**config.mk**
```make
export PLATFORM = sky130hd
export DESIGN_NAME = hps_io_top
export DESIGN_NICKNAME = d
export VERILOG_FILES = /design/src/logic/hps_cmd_pkg.sv /design/src/logic/ps2_pkg.sv /design/src/logic/hps_cmd_decoder.sv /design/src/logic/hps_io_top.sv /design/src/logic/ps2_kbd_serializer.sv /design/src/logic/ps2_tx_fifo.sv
export VERILOG_INCLUDE_DIRS = /design/src /design/src/logic
export SDC_FILE = /design/constraint.sdc
export NUM_CORES = 1
export LEC_CHECK = 0
export ABC_AREA = 1
export BUFFER_PORTS_ARGS = -buffer_cell sky130_fd_sc_hd__buf_2
export CORE_MARGIN = 5
export CORE_UTILIZATION = 37
export CTS_CLUSTER_SIZE = 16
export DETAILED_ROUTE_END_ITERATION = 8
export SETUP_SLACK_MARGIN = 0.5
export SKIP_CTS_REPAIR_TIMING = 1
export SLEW_MARGIN = 20
export SYNTH_ARGS = -nofsm -noshare
export SYNTH_HDL_FRONTEND = slang
export SYNTH_SLANG_ARGS = --single-unit
```
**constraint.sdc**
```tcl
create_clock -name clk_sys -period 3.7 [get_ports clk_sys]
set_clock_uncertainty 0.05 [all_clocks]
set_input_delay 0.37 -clock clk_sys [delete_from_list [all_inputs] [get_ports clk_sys]]
set_output_delay 0.37 -clock clk_sys [all_outputs]
set_load 0.1 [all_outputs]
```
**src/logic/hps_io_cfg.svh**
```systemverilog
// width, FIFO depth and PS/2 timing macros for the host I/O bridge
`ifndef HPS_IO_CFG_SVH
`define HPS_IO_CFG_SVH

//////////////////////////////////////////////////
// host bus and output widths
//////////////////////////////////////////////////

// one host bus word
`define HPS_WORD_W 16

// joystick and status registers
`define JOY_W 32
`define STATUS_W 64

// toggle, pressed, extended, 8-bit code
`define KEY_W 11

//////////////////////////////////////////////////
// PS/2 keyboard emulation
//////////////////////////////////////////////////

// address bits of the keyboard byte FIFO, depth 16
`define PS2_FIFO_BITS 4

// clk_sys cycles per half period of the PS/2 clock
`define PS2_CLK_DIV 4

// idle PS/2 clock rising edges before a frame may start
`define PS2_IDLE_WAIT 4

`endif

```
**src/logic/hps_cmd_pkg.sv**
```systemverilog
// host command opcodes, bus word and payload counter types
`include "hps_io_cfg.svh"

package hps_cmd_pkg;

	//////////////////////////////////////////////////
	// bus word
	//////////////////////////////////////////////////

	typedef logic [`HPS_WORD_W-1:0] hps_word_t;

	// payload word number, saturates at its maximum
	typedef logic [3:0] word_cnt_t;

	//////////////////////////////////////////////////
	// command opcodes
	//////////////////////////////////////////////////

	// first strobed word of a frame
	typedef enum logic [15:0] {
		CMD_NONE    = 16'h0000,
		CMD_CFG     = 16'h0001,
		CMD_JOY0    = 16'h0002,
		CMD_JOY1    = 16'h0003,
		CMD_PS2_KBD = 16'h0005,
		CMD_STATUS  = 16'h001E
	} hps_cmd_e;

endpackage

```
**src/logic/ps2_pkg.sv**
```systemverilog
// PS/2 byte, key event and transmit state types with prefix and special scan codes
`include "hps_io_cfg.svh"

package ps2_pkg;

	typedef logic [7:0] ps2_byte_t;

	// [10] toggle, [9] pressed, [8] extended, [7:0] code
	typedef logic [`KEY_W-1:0] ps2_key_t;

	typedef enum logic [1:0] {
		TX_IDLE,
		TX_DATA,
		TX_PARITY,
		TX_STOP
	} ps2_tx_state_e;

	// scan code prefixes
	localparam ps2_byte_t PS2_BREAK = 8'hF0;
	localparam ps2_byte_t PS2_EXT   = 8'hE0;

	// multi-byte sequences that map to a single key event
	localparam logic [31:0] PRNSCR_MAKE      = 32'hE012E07C;
	localparam logic [9:0]  PRNSCR_MAKE_KEY  = 10'h37C;
	localparam logic [31:0] PRNSCR_BREAK     = 32'h7CE0F012;
	localparam logic [9:0]  PRNSCR_BREAK_KEY = 10'h17C;
	localparam logic [31:0] PAUSE_MAKE       = 32'hF014F077;
	localparam logic [9:0]  PAUSE_MAKE_KEY   = 10'h377;

endpackage

```
**src/logic/hps_cmd_decoder.sv**
```systemverilog
// host frame parser driving config, joystick, status and key event outputs and keyboard pushes
`include "hps_io_cfg.svh"

module hps_cmd_decoder
	import hps_cmd_pkg::*;
	import ps2_pkg::*;
(
	input  logic                 clk_sys,
	input  logic                 rst_n,
	input  logic                 io_enable,
	input  logic                 io_strobe,
	input  hps_word_t            io_din,
	output logic [1:0]           buttons,
	output logic                 forced_scandoubler,
	output logic                 direct_video,
	output logic [`JOY_W-1:0]    joystick_0,
	output logic [`JOY_W-1:0]    joystick_1,
	output logic [`STATUS_W-1:0] status,
	output ps2_key_t             ps2_key,
	output ps2_byte_t            kbd_byte,
	output logic                 kbd_push
);

	hps_cmd_e    cmd;
	word_cnt_t   word_cnt;
	logic        kbd_skip;
	hps_word_t   cfg;
	logic [31:0] key_raw;
	logic        key_pressed;
	logic        key_extended;
	ps2_key_t    key_next;
	logic        kbd_accept;

	// config bit fields
	assign buttons            = cfg[1:0];
	assign forced_scandoubler = cfg[4];
	assign direct_video       = cfg[10];

	// keyboard payload word that feeds the FIFO and the raw shifter
	assign kbd_accept = io_enable && io_strobe && (word_cnt != '0) &&
		(cmd == CMD_PS2_KBD) && !(&io_din[15:8]) && !kbd_skip;

	//////////////////////////////////////////////////
	// key event from the last raw bytes
	//////////////////////////////////////////////////

	always_comb begin
		key_pressed = (key_raw[15:8] != PS2_BREAK);
		// a release puts F0 between the E0 prefix and the code
		if (key_pressed) begin
			key_extended = (key_raw[15:8] == PS2_EXT);
		end else begin
			key_extended = (key_raw[23:16] == PS2_EXT);
		end
		key_next = {~ps2_key[10], key_pressed, key_extended, key_raw[7:0]};
		case (key_raw)
			PRNSCR_MAKE:  key_next[9:0] = PRNSCR_MAKE_KEY;
			PRNSCR_BREAK: key_next[9:0] = PRNSCR_BREAK_KEY;
			PAUSE_MAKE:   key_next[9:0] = PAUSE_MAKE_KEY;
			default:      key_next[9:0] = key_next[9:0];
		endcase
	end

	// newest byte in [7:0], cleared by the keyboard command word
	always_ff @(posedge clk_sys) begin
		if (io_enable && io_strobe && (word_cnt == '0) && (io_din == CMD_PS2_KBD)) begin
			key_raw <= '0;
		end else if (kbd_accept) begin
			key_raw <= {key_raw[23:0], io_din[7:0]};
		end
	end

	//////////////////////////////////////////////////
	// frame parser
	//////////////////////////////////////////////////

	always_ff @(posedge clk_sys) begin
		if (!rst_n) begin
			cmd        <= CMD_NONE;
			word_cnt   <= '0;
			kbd_skip   <= 1'b0;
			cfg        <= '0;
			joystick_0 <= '0;
			joystick_1 <= '0;
			status     <= '0;
			ps2_key    <= '0;
			kbd_byte   <= '0;
			kbd_push   <= 1'b0;
		end else begin
			kbd_push <= 1'b0;
			if (!io_enable) begin
				// end of frame, publish the key event once
				if ((cmd == CMD_PS2_KBD) && !kbd_skip) begin
					ps2_key <= key_next;
				end
				cmd      <= CMD_NONE;
				word_cnt <= '0;
				kbd_skip <= 1'b0;
			end else if (io_strobe) begin
				if (word_cnt != '1) begin
					word_cnt <= word_cnt + 1'b1;
				end
				if (word_cnt == '0) begin
					cmd <= hps_cmd_e'(io_din);
				end else begin
					case (cmd)
						CMD_CFG: begin
							if (word_cnt == 1) begin
								cfg <= io_din;
							end
						end
						CMD_JOY0: begin
							if (word_cnt == 1) begin
								joystick_0[15:0] <= io_din;
							end else begin
								joystick_0[`JOY_W-1:16] <= io_din;
							end
						end
						CMD_JOY1: begin
							if (word_cnt == 1) begin
								joystick_1[15:0] <= io_din;
							end else begin
								joystick_1[`JOY_W-1:16] <= io_din;
							end
						end
						CMD_STATUS: begin
							// quarters low first, extra words ignored
							case (word_cnt)
								4'd1:    status[15:0]  <= io_din;
								4'd2:    status[31:16] <= io_din;
								4'd3:    status[47:32] <= io_din;
								4'd4:    status[63:48] <= io_din;
								default: status        <= status;
							endcase
						end
						CMD_PS2_KBD: begin
							// FF in the high byte drops the rest of the frame
							if (&io_din[15:8]) begin
								kbd_skip <= 1'b1;
							end else if (!kbd_skip) begin
								kbd_byte <= io_din[7:0];
								kbd_push <= 1'b1;
							end
						end
						default: begin
							cmd <= cmd;
						end
					endcase
				end
			end
		end
	end

endmodule

```
**src/logic/hps_io_top.sv**
```systemverilog
// top level of the host I/O bridge: decoder, keyboard FIFO and PS/2 serializer
`include "hps_io_cfg.svh"

module hps_io_top
	import hps_cmd_pkg::*;
	import ps2_pkg::*;
(
	input  logic                 clk_sys,
	input  logic                 rst_n,
	input  logic                 io_enable,
	input  logic                 io_strobe,
	input  hps_word_t            io_din,
	output logic [1:0]           buttons,
	output logic                 forced_scandoubler,
	output logic                 direct_video,
	output logic [`JOY_W-1:0]    joystick_0,
	output logic [`JOY_W-1:0]    joystick_1,
	output logic [`STATUS_W-1:0] status,
	output ps2_key_t             ps2_key,
	output logic                 ps2_kbd_clk_out,
	output logic                 ps2_kbd_data_out,
	input  logic                 ps2_kbd_clk_in,
	input  logic                 ps2_kbd_data_in
);

	// decoder to FIFO
	logic      kbd_push;
	ps2_byte_t kbd_byte;

	// FIFO to serializer
	logic      fifo_pop;
	logic      fifo_valid;
	ps2_byte_t fifo_data;

	hps_cmd_decoder u_decoder (
		.clk_sys            (clk_sys),
		.rst_n              (rst_n),
		.io_enable          (io_enable),
		.io_strobe          (io_strobe),
		.io_din             (io_din),
		.buttons            (buttons),
		.forced_scandoubler (forced_scandoubler),
		.direct_video       (direct_video),
		.joystick_0         (joystick_0),
		.joystick_1         (joystick_1),
		.status             (status),
		.ps2_key            (ps2_key),
		.kbd_byte           (kbd_byte),
		.kbd_push           (kbd_push)
	);

	ps2_tx_fifo u_fifo (
		.clk_sys    (clk_sys),
		.rst_n      (rst_n),
		.kbd_push   (kbd_push),
		.kbd_byte   (kbd_byte),
		.fifo_pop   (fifo_pop),
		.fifo_valid (fifo_valid),
		.fifo_data  (fifo_data)
	);

	ps2_kbd_serializer u_serializer (
		.clk_sys          (clk_sys),
		.rst_n            (rst_n),
		.fifo_valid       (fifo_valid),
		.fifo_data        (fifo_data),
		.ps2_kbd_clk_in   (ps2_kbd_clk_in),
		.ps2_kbd_data_in  (ps2_kbd_data_in),
		.fifo_pop         (fifo_pop),
		.ps2_kbd_clk_out  (ps2_kbd_clk_out),
		.ps2_kbd_data_out (ps2_kbd_data_out)
	);

endmodule

```
**src/logic/ps2_kbd_serializer.sv**
```systemverilog
// PS/2 clock divider and device-side frame transmitter with bus idle wait
`include "hps_io_cfg.svh"

module ps2_kbd_serializer
	import ps2_pkg::*;
(
	input  logic      clk_sys,
	input  logic      rst_n,
	input  logic      fifo_valid,
	input  ps2_byte_t fifo_data,
	input  logic      ps2_kbd_clk_in,
	input  logic      ps2_kbd_data_in,
	output logic      fifo_pop,
	output logic      ps2_kbd_clk_out,
	output logic      ps2_kbd_data_out
);

	localparam int DIV_W  = $clog2(`PS2_CLK_DIV + 1);
	localparam int WAIT_W = $clog2(`PS2_IDLE_WAIT + 1);

	logic [DIV_W-1:0]  div_cnt;
	logic              ps2_clk;
	logic              rise_tick;
	logic              fall_tick;
	logic [1:0]        clk_sync;
	logic [1:0]        data_sync;
	logic [WAIT_W-1:0] idle_cnt;
	ps2_tx_state_e     state;
	ps2_byte_t         tx_byte;
	logic [2:0]        bit_cnt;
	logic              bus_idle;
	logic              start_tx;

	//////////////////////////////////////////////////
	// PS/2 clock and input sync
	//////////////////////////////////////////////////

	// ticks land one cycle after the internal clock toggles
	always_ff @(posedge clk_sys) begin
		if (!rst_n) begin
			div_cnt   <= '0;
			ps2_clk   <= 1'b0;
			rise_tick <= 1'b0;
			fall_tick <= 1'b0;
		end else begin
			rise_tick <= 1'b0;
			fall_tick <= 1'b0;
			if (div_cnt == DIV_W'(`PS2_CLK_DIV - 1)) begin
				div_cnt   <= '0;
				ps2_clk   <= ~ps2_clk;
				rise_tick <= ~ps2_clk;
				fall_tick <= ps2_clk;
			end else begin
				div_cnt <= div_cnt + 1'b1;
			end
		end
	end

	always_ff @(posedge clk_sys) begin
		if (!rst_n) begin
			clk_sync  <= '1;
			data_sync <= '1;
		end else begin
			clk_sync  <= {clk_sync[0], ps2_kbd_clk_in};
			data_sync <= {data_sync[0], ps2_kbd_data_in};
		end
	end

	// host leaves both lines high and there is something to send
	assign bus_idle = clk_sync[1] && data_sync[1] && fifo_valid;
	assign start_tx = rise_tick && (state == TX_IDLE) && bus_idle &&
		(idle_cnt == WAIT_W'(`PS2_IDLE_WAIT - 1));
	assign fifo_pop = start_tx;

	always_ff @(posedge clk_sys) begin
		if (start_tx) begin
			tx_byte <= fifo_data;
		end
	end

	//////////////////////////////////////////////////
	// frame transmitter
	//////////////////////////////////////////////////

	always_ff @(posedge clk_sys) begin
		if (!rst_n) begin
			state            <= TX_IDLE;
			idle_cnt         <= '0;
			bit_cnt          <= '0;
			ps2_kbd_clk_out  <= 1'b1;
			ps2_kbd_data_out <= 1'b1;
		end else if (rise_tick) begin
			ps2_kbd_clk_out <= 1'b1;
			case (state)
				TX_IDLE: begin
					if (!bus_idle) begin
						idle_cnt <= '0;
					end else if (start_tx) begin
						idle_cnt         <= '0;
						bit_cnt          <= '0;
						ps2_kbd_data_out <= 1'b0;
						state            <= TX_DATA;
					end else begin
						idle_cnt <= idle_cnt + 1'b1;
					end
				end
				TX_DATA: begin
					// lsb first, bit_cnt wraps back to zero after bit 7
					ps2_kbd_data_out <= tx_byte[bit_cnt];
					bit_cnt          <= bit_cnt + 1'b1;
					if (bit_cnt == 3'd7) begin
						state <= TX_PARITY;
					end
				end
				TX_PARITY: begin
					ps2_kbd_data_out <= ~^tx_byte;
					state            <= TX_STOP;
				end
				TX_STOP: begin
					// first rise drives stop, second one ends the frame
					if (bit_cnt == 3'd0) begin
						ps2_kbd_data_out <= 1'b1;
						bit_cnt          <= 3'd1;
					end else begin
						state <= TX_IDLE;
					end
				end
				default: begin
					state <= TX_IDLE;
				end
			endcase
		end else if (fall_tick) begin
			// clock pulses low only while a frame is on the wire
			ps2_kbd_clk_out <= (state == TX_IDLE);
		end
	end

endmodule

```
**src/logic/ps2_tx_fifo.sv**
```systemverilog
// register FIFO holding keyboard bytes for the PS/2 serializer
`include "hps_io_cfg.svh"

module ps2_tx_fifo
	import ps2_pkg::*;
(
	input  logic      clk_sys,
	input  logic      rst_n,
	input  logic      kbd_push,
	input  ps2_byte_t kbd_byte,
	input  logic      fifo_pop,
	output logic      fifo_valid,
	output ps2_byte_t fifo_data
);

	localparam int DEPTH = 1 << `PS2_FIFO_BITS;

	ps2_byte_t mem [DEPTH];

	// extra msb tells full from empty
	logic [`PS2_FIFO_BITS:0] wr_ptr;
	logic [`PS2_FIFO_BITS:0] rd_ptr;
	logic                    full;
	logic                    wr_en;

	assign full = (wr_ptr[`PS2_FIFO_BITS] != rd_ptr[`PS2_FIFO_BITS]) &&
		(wr_ptr[`PS2_FIFO_BITS-1:0] == rd_ptr[`PS2_FIFO_BITS-1:0]);
	assign wr_en      = kbd_push && !full;
	assign fifo_valid = (wr_ptr != rd_ptr);
	assign fifo_data  = mem[rd_ptr[`PS2_FIFO_BITS-1:0]];

	always_ff @(posedge clk_sys) begin
		if (wr_en) begin
			mem[wr_ptr[`PS2_FIFO_BITS-1:0]] <= kbd_byte;
		end
	end

	// a byte pushed while full is lost
	always_ff @(posedge clk_sys) begin
		if (!rst_n) begin
			wr_ptr <= '0;
			rd_ptr <= '0;
		end else begin
			if (wr_en) begin
				wr_ptr <= wr_ptr + 1'b1;
			end
			if (fifo_pop) begin
				rd_ptr <= rd_ptr + 1'b1;
			end
		end
	end

endmodule

```
== Word-level counts from Yosys, hierarchy flattened ==
Memory sizes are Yosys's and may differ from the RTL's. A register that Yosys moved wholly into a read port is not among the register bits.
Index checks and enable logic that the tools add are counted.

* Word-level logic and storage cells: 148
* Input bits: 22
* Memories: 1
* Memory bits (writable): 128
* Register bits after elaboration: 242
* Output and inout port bits: 145

{| class="wikitable"
|+ Memories
! name !! words !! bits a word !! read ports !! clocked after Yosys merged registers in !! write ports !! line !! text
|-
| u_fifo.mem || 16 || 8 || 1 || 1 || 1 || ps2_tx_fifo.sv:18 || <nowiki>ps2_byte_t mem [DEPTH];</nowiki>
|}

* Bitwise logic cells: 10
* Order comparisons: 1
* $add $sub $neg: 6
* Mux-type cells: 22
* Equal/unequal tests: 31
* Reductions and logical operators: 48

{| class="wikitable"
|+ Operator list
! operator !! count
|-
| 32-bit == test, second input constant || 2
|-
| 5-bit AND reduction || 11
|-
| 16-bit by 2-bit == test with 1-bit output, second input constant || 2
|-
| 16-bit by 3-bit == test with 1-bit output, second input constant || 2
|-
| 32-bit by 31-bit == test with 1-bit output, second input constant || 1
|-
| 10-bit case mux with 3 select lines || 1
|-
| 16-bit by 1-bit == test with 1-bit output, second input constant || 1
|-
| 16-bit by 5-bit == test with 1-bit output, second input constant || 1
|-
| 8-bit == test, second input constant || 2
|-
| 1-bit logical AND || 15
|-
| 3-bit 2-to-1 mux || 5
|-
| 2-bit AND reduction || 6
|-
| 11-bit AND reduction || 1
|-
| 5-bit by 1-bit adder with 5-bit output, second input constant || 2
|-
| 1-bit NOT || 10
|-
| 3-bit by 1-bit adder with 3-bit output, second input constant || 3
|-
| 3-bit case mux with 3 select lines || 1
|-
| 4-bit by 2-bit == test with 1-bit output, second input constant || 2
|-
| 1-bit 2-to-1 mux || 8
|-
| 2-bit 2-to-1 mux || 4
|-
| 8-bit inequality test, second input constant || 1
|-
| 2-bit case mux with 4 select lines || 1
|-
| 8-bit AND reduction || 1
|-
| 8-bit XNOR reduction || 1
|-
| other kinds (26) || 34
|}

== Logic depth before layout (Yosys ltp) ==
Gate-level depths: netlist of run 1.

* Depth in word-level cells: 7
* Gate-level depth with buffers: 12

== Hierarchy ==
A second synthesis of run 1 with hierarchy kept.

* Cell total of the unflattened synthesis: 1,883
* Area, all modules: 15,652.5 µm²

{| class="wikitable"
|+ By module, submodules not included
! module !! cells each !! area an instance (µm²) !! seq. area each (µm²) !! times used
|-
| hps_cmd_decoder || 1,184 || 8,309.2 || 4,103.9 || 1
|-
| ps2_tx_fifo || 520 || 5,933.2 || 4,124.0 || 1
|-
| ps2_kbd_serializer || 179 || 1,410.1 || 640.6 || 1
|}

== Worst setup path before layout of run 1 ==
OpenSTA, ideal clock, no wires.

* Kind: register -> register
* From: register u_fifo.rd_ptr[2]
* To: memory u_fifo.mem[11][0] (netlist name), enable pin
* Data required time: 3.280 ns
* Arrival: 1.504 ns
* Clock period less this slack: 1.925 ns
* Cell stages (with the launch flop): 11
* Setup slack: 1.775 ns
* Path through: dfxtp_1 -> buf_2 -> inv_1 -> nand2_1 -> nand2_1 -> nor2_1 -> nand3b_1 -> nand2_1 -> nor2_1 -> inv_1 -> nor2_1

* Word-level cells in the longest chain between the ends: 6

{| class="wikitable"
|+ RTL lines
! what !! line !! text
|-
| start, declared || ps2_tx_fifo.sv:22 || <nowiki>logic [`PS2_FIFO_BITS:0] rd_ptr;</nowiki>
|-
| start signal, assigned || ps2_tx_fifo.sv:48 || <nowiki>rd_ptr <= rd_ptr + 1'b1;</nowiki>
|-
| 4-bit == test || ps2_tx_fifo.sv:27 || <nowiki>(wr_ptr[`PS2_FIFO_BITS-1:0] == rd_ptr[`PS2_FIFO_BITS-1:0]);</nowiki>
|-
| 1-bit logical AND || ps2_tx_fifo.sv:26 || <nowiki>assign full = (wr_ptr[`PS2_FIFO_BITS] != rd_ptr[`PS2_FIFO_BITS]) &&</nowiki>
|-
| 1-bit zero test || ps2_tx_fifo.sv:28 || <nowiki>assign wr_en = kbd_push && !full;</nowiki>
|-
| 1-bit logical AND || ps2_tx_fifo.sv:28 ||
|-
| 1-bit 2-to-1 mux || ps2_tx_fifo.sv:33 || <nowiki>if (wr_en) begin</nowiki>
|-
| 1-bit 2-to-1 mux || ps2_tx_fifo.sv:34 || <nowiki>mem[wr_ptr[`PS2_FIFO_BITS-1:0]] <= kbd_byte;</nowiki>
|-
| end, declared || ps2_tx_fifo.sv:18 ||
|}

No other way between the ends.

== Final worst setup path of run 1 ==
* From: register u_fifo.rd_ptr[1]
* To: memory u_fifo.mem[12][5] (netlist name), enable pin

The elaborated chain is that of the path after synthesis.

==> results.json, run 1 <==
{
  "die_w_um": 209,
  "dpl.cell_count": 2130,
  "cts-root-buf": "clkbuf_16",
  "ys_top_cells_by_area": "dfxtp_1, edfxtp_1, o21ai_0",
  "ys_top_cells_by_count": "dfxtp_1, nor2_1, nand2_1, o21ai_0, a21oi_1",
  "worstSetupPathType": "reg2reg",
  "synth_area_leader_cell": "dfxtp_1",
  "worstPathArrival_ns": 2.68,
  "fin_crit_ns": 2.60,
  "fp.dieH_um": 209,
  "grt_pass1_vias": 11100,
  "clock-sinks": 371,
  "syn2layout_area_growth_pct": 16.8,
  "grt_usage_pct": 17.5,
  "routed_wl_um": 39700,
  "vias": 11200,
  "rsz0062_at_grt": "false",
  "period_share_pct": 70.2,
  "maxCapViolCount": 0,
  "vias_per_cell": 5.07,
  "whs_path_depth": 2,
  "post-route-worst-setup-slack_ns": 1.10,
  "numCtsBuffers": 39,
  "multi_input_area_um2": 5060,
  "syn_avg_cell_area_um2": 9.64,
  "start_util_pct": 37.6,
  "peakVddDrop_uv": 281,
  "htreeDepth": 2,
  "rows": 72,
  "cts_buffer_depth": 3,
  "drtIter0Drc": 794,
  "gp_congestion": 0.848,
  "synth_nets": 1557,
  "pin_count": 167,
  "ff2ff_path_depth": 9,
  "regToRegEndpoint": "u_fifo.mem[12][5]$_DFFE_PP_",
  "slew_headroom_pct": 40.4,
  "hold_ws_ns": 0.0127,
  "clk_latency_ns": 0.53,
  "avgRoutedWirePerCell_um": 18.0,
  "core_um2": 38800,
  "top_usage_layer": "met2",
  "ys_seq_area_share_pct": 60.2,
  "cts_tree": "yes",
  "netlist_area_um2": 14600,
  "leakagePower_nw": 6.75,
  "ys_seq_elements": 371,
  "power_density_nw_per_um2": 479,
  "power_frac_comb_pct": 2.4,
  "antenna_cells": 0,
  "gr-usage-met2_pct": 29.1,
  "register_area_um2": 8790,
  "seq_power_share_pct": 51.8,
  "synth_edf_count": 136,
  "slew_viol_final": 0,
  "clkTransAtPathRegs_ns": 0.06,
  "r2r-start": "u_fifo.rd_ptr[1]$_SDFFE_PN0P_",
  "status": "completed",
  "synth.most_common_cell": "dfxtp_1",
  "drc": 0,
  "antenna_found_initial": 0,
  "power.switching_mw": 1.74,
  "fin_area_um2": 17100,
  "internal-power_mw": 6.44,
  "holdPathEnd": "u_serializer.clk_sync[0]$_SDFF_PN1_",
  "pre_cts_ws_ns": 1.12,
  "dp_hpwl_um": 26800,
  "required_ns": 3.78,
  "dr.pass1.iters": 5,
  "worst-path-max-fanout": 12,
  "overflow": 0,
  "max_slew.worst_pin.slew_ns": 0.891,
  "clkPwrFrac_pct": 45.8,
  "use_met3_pct": 4.69,
  "synth_cell_type_count": 39,
  "crit_path_end_kind": "flip-flop",
  "dpl-instance-area_um2": 15800,
  "fillers": 3744,
  "synth.top_cell.area_share_pct": 32.2,
  "hold_path.startpoint": "ps2_kbd_clk_in",
  "grt_pass1_wl_um": 62300,
  "fin_nets": 1696,
  "grt_max_degree": 67,
  "fin_setup_tns_ns": 0,
  "max_freq_ghz": 0.385,
  "syn_inst": 1515,
  "crit_path_start_kind": "flip-flop",
  "instances_no_fill": 2202,
  "drive_above_1_share_pct": 16.9,
  "p_sw_share_pct": 21.2,
  "setup_viol": 0,
  "design.die.area_um2": 43500,
  "synthFlopType": "dfxtp_1",
  "synthArstFlopShare_pct": 0,
  "postRouteAntennaNets": 0,
  "io_buffers": 166,
  "grt.met1_usage_pct": 22.7,
  "ys_warn_count": 0,
  "hold_viol": 0,
  "hold_class": "in2reg",
  "ff2ff_setup_slack_ns": 1.10
}
-- critical path, stage by stage, from the launching register on --
cell and delay [ns]:
dfxtp_1 0.57, buf_4 0.24, nand2_1 0.06, nand2_1 0.06
nor2_1 0.05, nand3b_1 0.08, nand2_1 0.12, inv_1 0.13
nand2_1 0.12, nor2_1 0.69
-- cells by family after synthesis --
family | Yosys count | synth area share, %
flops | 371 | 60.2
compound gates | 418 | 17.0
simple gates | 513 | 15.3
fa+ha+maj | 20 | 1.71
buf+inv | 183 | 5.13
xor+xnor | 10 | 0.600
-- metrics by stage --
stage | total power, mW | utilization [%]
final | 8.17 | 43.9
after global routing | 8.45 | 43.9
after CTS | 8.26 | 43.9
after detailed placement | 4.51 | 40.7
after global placement | 4.51 | 40.7
after floorplan | 4.43 | -
-- metal layers --
metal	wire [µm]	part of all wire (%)	vias to the layer above
met5	0	0	-
met4	997	2.5	0
met3	2760	6.9	73
met2	18800	47	294
met1	17200	43	5261
li1	-	-	5538
-- flip-flops by register name, summed over array words and instances (netlist names), 3 cells and up --
| signal | cells |
|---|---|
| u_decoder.cfg | 4 |
| u_decoder.kbd_byte | 8 |
| u_decoder.key_raw | 32 |
| u_decoder.joystick_0 | 32 |
| u_decoder.status | 64 |
| u_decoder.ps2_key | 11 |
| u_fifo.rd_ptr | 5 |
| u_fifo.wr_ptr | 5 |
| u_serializer.idle_cnt | 3 |
| u_decoder.word_cnt | 4 |
| u_decoder.cmd | 16 |
| u_serializer.tx_byte | 8 |
| u_fifo.mem | 128 |
| u_serializer.div_cnt | 3 |
| u_decoder.joystick_1 | 32 |
| u_serializer.bit_cnt | 3 |
-- final cells by class --
| class | count | area share (%) |
|---|---|---|
| clock buffers | 61 | 6.62 |
| well taps | 518 | 3.80 |
| repair buffers | 178 | 5.49 |
| inverters | 103 | 2.28 |
| clock inverters | 10 | 0.572 |
| multi-input cells | 961 | 29.7 |
| flip-flops and latches | 371 | 51.5 |
-- power groups by stage --
stage | registers (mW) | clock network, mW | logic [mW]
floorplan | 4.32 | 0 | 0.111
global placement | 4.32 | 0 | 0.191
detailed placement | 4.32 | 0 | 0.194
CTS | 4.23 | 3.83 | 0.195
global route | 4.23 | 4.01 | 0.213
finish | 4.23 | 3.75 | 0.194
-- cell usage in the layout, fill, tap and decap left out, types with 14 or more instances in the layout --
cell type	n
a211oi_1	37
a211oi_2	28
a21oi_1	146
buf_2	166
clkbuf_1	15
clkbuf_16	39
dfxtp_1	234
edfxtp_1	136
ha_1	20
inv_1	96
nand2_1	181
nand3_1	60
nand4_1	22
nor2_1	204
nor3_1	17
o21ai_0	166
o221ai_1	14
o22ai_1	18
-- how the worst max path moves through the flow --
stage	endpoint	cells past startpoint	start
6_report	u_fifo.mem[12][5]$_DFFE_PP_	9	u_fifo.rd_ptr[1]$_SDFFE_PN0P_
5_1_grt	u_decoder.key_raw[8]$_SDFFE_PP0P_	10	u_decoder.word_cnt[1]$_SDFFE_PN0P_
4_1_cts	u_fifo.mem[12][5]$_DFFE_PP_	9	u_fifo.rd_ptr[1]$_SDFFE_PN0P_
3_5_place_dp	u_fifo.mem[12][5]$_DFFE_PP_	9	u_fifo.rd_ptr[1]$_SDFFE_PN0P_
3_3_place_gp	u_fifo.mem[12][4]$_DFFE_PP_	8	u_fifo.rd_ptr[2]$_SDFFE_PN0P_
2_1_floorplan	u_fifo.mem[11][0]$_DFFE_PP_	10	u_fifo.rd_ptr[2]$_SDFFE_PN0P_
(Power assumes the default switching activity.)
==> run 2, diff against run 1 <==
Clock period 3.7 ns to 2.2 ns, I/O delays scaled along.
==> results.json, run 2 (synthesis gave the netlist of run 1 again) <==
{
  "rows": 72,
  "vias": 12200,
  "grt_pass1_vias": 11400,
  "seq_power_share_pct": 49.6,
  "overflow": 0,
  "start_util_pct": 37.6,
  "htreeDepth": 2,
  "cts-root-buf": "clkbuf_16",
  "fin_crit_ns": 1.90,
  "worst-path-max-fanout": 8,
  "crit_path_end_kind": "flip-flop",
  "peakVddDrop_uv": 455,
  "clock-sinks": 371,
  "dr.pass1.iters": 5,
  "hold_ws_ns": -0.00858,
  "clk_latency_ns": 0.54,
  "violations": "hold timing",
  "io_buffers": 166,
  "gp_congestion": 0.853,
  "power_frac_comb_pct": 3.0,
  "grt_usage_pct": 17.8,
  "period_share_pct": 86.2,
  "largest_reg_flops": 128,
  "syn2layout_area_growth_pct": 32.9,
  "fp.dieH_um": 209,
  "antenna_found_initial": 1,
  "pre_cts_ws_ns": 0.0841,
  "numCtsBuffers": 39,
  "postRouteAntennaNets": 0,
  "core_um2": 38800,
  "die_w_um": 209,
  "clkTransAtPathRegs_ns": 0.06,
  "worstPathArrival_ns": 2.31,
  "leakagePower_nw": 7.61,
  "fin_nets": 1804,
  "hold_class": "in2reg",
  "grt_max_degree": 67,
  "power.switching_mw": 3.11,
  "dpl-instance-area_um2": 16200,
  "max_slew.worst_pin.slew_ns": 0.806,
  "max_freq_ghz": 0.527,
  "power_density_nw_per_um2": 739,
  "setup_viol": 0,
  "power_mw": 14.3,
  "post-route-worst-setup-slack_ns": 0.303,
  "internal-power_mw": 11.2,
  "avgRoutedWirePerCell_um": 19.5,
  "fin_area_um2": 19400,
  "fin_setup_tns_ns": 0,
  "design.die.area_um2": 43500,
  "drtIter0Drc": 786,
  "drc": 0,
  "pin_count": 167,
  "cts_buffer_depth": 3,
  "rsz0062_at_grt": "true",
  "slew_viol_final": 0,
  "routed_wl_um": 45100,
  "maxCapViolCount": 0,
  "crit_path_start_kind": "flip-flop",
  "required_ns": 2.61,
  "status": "finished with violations",
  "slew_headroom_pct": 46.2,
  "p_sw_share_pct": 21.7,
  "grt_pass1_wl_um": 63600,
  "cts_tree": "yes",
  "drive_above_1_share_pct": 30.8,
  "clkPwrFrac_pct": 47.4,
  "post-route-util_pct": 50.0,
  "hold_viol": 2,
  "dp_hpwl_um": 27100,
  "final_common_cell": "dfxtp_1",
  "vias_per_cell": 5.26,
  "final_cell_mix": "dfxtp_1, nor2_1, buf_2",
  "worstSetupPathType": "reg2reg"
}
run 2: cell count changes in the layout (fill, tap and decap cells not counted), sizes merged, moves of 3 or more:
cell | before | now
inv | 100 | 97
dlygate4sd3 | 1 | 18
clkinv | 12 | 19
clkbuf | 61 | 68
buf | 177 | 253
clkinvlp | 0 | 4
run 2: power by group through the flow:
stage                     combinational (mW)  clock [mW]  sequential (mW)
after global routing                   0.460        7.17             7.11
after global placement                 0.345           0             7.27
after CTS                              0.350        6.90             7.12
final                                  0.429        6.80             7.11
after floorplan                        0.187           0             7.27
after detailed placement               0.348           0             7.27
run 2: final cells by class:
cell class	count	area [µm²]
diodes	1	2.50
clock buffers	55	1180
clock inverters	17	158
fillers	3471	19400
inverters	103	442
multi-input cells	961	5800
flip-flops and latches	371	8830
well taps	518	648
repair buffers	284	2320
repair inverters	2	16.3
run 2: layer usage:
metal	track usage (%)	share of wire, %	wire [µm]
met1	23.4	41	18600
met2	29.7	49	22100
met3	4.62	7.1	3210
met4	4.37	2.9	1300
met5	0	0	0
run 2: final timing paths:
path	end	slack, ns	startpoint	cells past startpoint
worst min-delay path	u_decoder.status[46]$_SDFFE_PN0P_	-0.009	io_din[14]	3
worst min register to register	u_serializer.clk_sync[1]$_SDFF_PN1_	0.36	u_serializer.clk_sync[0]$_SDFF_PN1_	1
worst max-delay path	u_decoder.joystick_0[3]$_SDFFE_PN0P_	0.30	u_decoder.word_cnt[1]$_SDFFE_PN0P_	10
worst max register to register	u_decoder.joystick_0[3]$_SDFFE_PN0P_	0.30	u_decoder.word_cnt[1]$_SDFFE_PN0P_	10
run 2: per-stage QoR:
stage	hold slack (ns)	std cells
after floorplan	0.277	1515
after detailed placement	0.351	2162
after global placement	0.346	2162
final	-0.00858	2312
after CTS	-0.147	2234
after global routing	0.000181	2312
run 2: critical path: stages (launching register included):
cell and delay, ns:
dfxtp_4 0.39, inv_4 0.05, ha_4 0.16, nand2_4 0.07, nand2_4 0.08, nor2_8 0.16
nand3_4 0.15, nor2_4 0.30, clkbuf_16 0.22, nor2_1 0.05, a211oi_2 0.14
==> run 3, diff against run 2 <==
Settings changed: MAX_ROUTING_LAYER set to met4, SETUP_SLACK_MARGIN 0.5 to 0.3.
==> results.json, run 3 (synthesis gave the netlist of run 1 again) <==
{
  "antenna_cells": 0,
  "worstPathArrival_ns": 2.32,
  "max_slew.worst_pin.slew_ns": 0.880,
  "violations": "hold timing",
  "whs_path_depth": 3,
  "leakagePower_nw": 7.34,
  "cp_slowest_stage_delay_ns": 0.37,
  "dp_hpwl_um": 27100,
  "cpMostUsedCell": "nand2_4",
  "core_um2": 38800,
  "syn2layout_area_growth_pct": 26.4,
  "multi_input_area_um2": 5270,
  "vias": 11800,
  "htreeDepth": 2,
  "status": "finished with violations",
  "cp_slowest_cell": "dfxtp_4",
  "worstSetupPathType": "reg2reg",
  "peakVddDrop_uv": 518,
  "holdPathEnd": "u_decoder.status[21]$_SDFFE_PN0P_",
  "hold_ws_ns": -0.00579,
  "cts_tree": "yes",
  "slew_viol_final": 0,
  "overflow": 0,
  "crit_chain": "inv_4 > ha_4 > nand2_4 > nand2_4 > nor2_8 > nand3_4 > nor2_4 > buf_12 > clkbuf_16 > o21ai_0 > a21oi_1",
  "r2r-start": "u_decoder.word_cnt[0]$_SDFFE_PN0P_",
  "ff2ff_path_depth": 11,
  "fin_crit_ns": 1.91,
  "drc": 0,
  "post-route-worst-setup-slack_ns": 0.285,
  "clk_latency_ns": 0.53,
  "critPathTopFamily": "simple AND/OR/NAND/NOR gates",
  "slew_headroom_pct": 41.3,
  "regToRegEndpoint": "u_decoder.status[8]$_SDFFE_PN0P_",
  "clock-sinks": 371,
  "setup_viol": 0,
  "dpl-instance-area_um2": 16200,
  "routed_wl_um": 41900,
  "rows": 72,
  "hold_path.startpoint": "io_din[5]",
  "final_cell_mix": "dfxtp_1, nor2_1, nand2_1",
  "drtIter0Drc": 793,
  "design.die.area_um2": 43500,
  "fin_nets": 1789,
  "pre_cts_ws_ns": 0.0733,
  "hold_class": "in2reg",
  "fillers": 3625,
  "grt_pass1_wl_um": 63400,
  "ff2ff_setup_slack_ns": 0.29,
  "start_util_pct": 37.6,
  "postRouteAntennaNets": 0,
  "crit_path_end_kind": "flip-flop",
  "fin_setup_tns_ns": 0,
  "grt_max_degree": 67,
  "avgRoutedWirePerCell_um": 18.2,
  "path_buf_inv": 3,
  "grt_usage_pct": 18.3,
  "power_mw": 14.3,
  "final_common_cell": "dfxtp_1",
  "die_w_um": 209,
  "power_density_nw_per_um2": 773,
  "pin_count": 167,
  "clkTransAtPathRegs_ns": 0.06,
  "crit_path_start_kind": "flip-flop",
  "gp_congestion": 0.894,
  "dpl.cell_count": 2175,
  "cts_buffer_depth": 3,
  "max_freq_ghz": 0.522,
  "rsz0062_at_grt": "true",
  "instances_no_fill": 2296,
  "register_area_um2": 8800,
  "maxCapViolCount": 0,
  "vias_per_cell": 5.16,
  "worst-path-max-fanout": 8,
  "period_share_pct": 87.0,
  "hold_viol": 2,
  "post-route-util_pct": 47.5,
  "required_ns": 2.60,
  "fp.dieH_um": 209,
  "grt_pass1_vias": 11400,
  "fin_area_um2": 18500,
  "io_buffers": 166,
  "antenna_found_initial": 0,
  "numCtsBuffers": 39,
  "cts-root-buf": "clkbuf_16",
  "drive_above_1_share_pct": 23.2,
  "largest_reg_flops": 128,
  "dr.pass1.iters": 7
}
-- run 3: worst max path at each step --
stage                     slack, ns  cells after the start                               end                               start
final                          0.29                     11  u_decoder.status[8]$_SDFFE_PN0P_  u_decoder.word_cnt[0]$_SDFFE_PN0P_
after global routing           0.15                      9        u_fifo.mem[2][6]$_DFFE_PP_       u_fifo.wr_ptr[2]$_SDFFE_PN0P_
after CTS                      0.06                      9       u_fifo.mem[12][3]$_DFFE_PP_       u_fifo.wr_ptr[0]$_SDFFE_PN0P_
after detailed placement       0.07                      8       u_fifo.mem[12][4]$_DFFE_PP_       u_fifo.wr_ptr[0]$_SDFFE_PN0P_
after global placement         0.14                      9       u_fifo.mem[12][4]$_DFFE_PP_       u_fifo.wr_ptr[1]$_SDFFE_PN0P_
after floorplan                0.28                     10       u_fifo.mem[11][0]$_DFFE_PP_       u_fifo.rd_ptr[2]$_SDFFE_PN0P_
-- run 3: layer usage --
| metal | vias to the layer above | GRT usage [%] | wire length [µm] |
|---|---|---|---|
| met3 | 68 | 5.04 | 3100 |
| met2 | 370 | 30.0 | 20400 |
| met4 | 0 | 4.01 | 880 |
| met5 | - | - | 0 |
| met1 | 5667 | 22.9 | 17500 |
| li1 | 5733 | - | - |
-- run 3: worst reg2reg max path: stages, from the launching register on --
cell and delay (ns):
dfxtp_4 0.37, inv_4 0.05, ha_4 0.16, nand2_4 0.08, nand2_4 0.09, nor2_8 0.15, nand3_4 0.12, nor2_4 0.26
buf_12 0.15, clkbuf_16 0.13, o21ai_0 0.08, a21oi_1 0.16
-- run 3: power breakdown --
| part | switching [mW] | internal (mW) |
|---|---|---|
| registers | 0.0211 | 7.10 |
| logic | 0.293 | 0.142 |
| clock network | 2.66 | 4.06 |
-- run 3: area by class of cell --
cell class	instances	area share [%]
Clock inverter	15	1.15
Sequential cell	371	47.7
Timing Repair Buffer	271	10.9
Inverter	103	2.18
Clock buffer	57	5.93
Multi-Input combinational cell	961	28.6
Tap cell	518	3.51
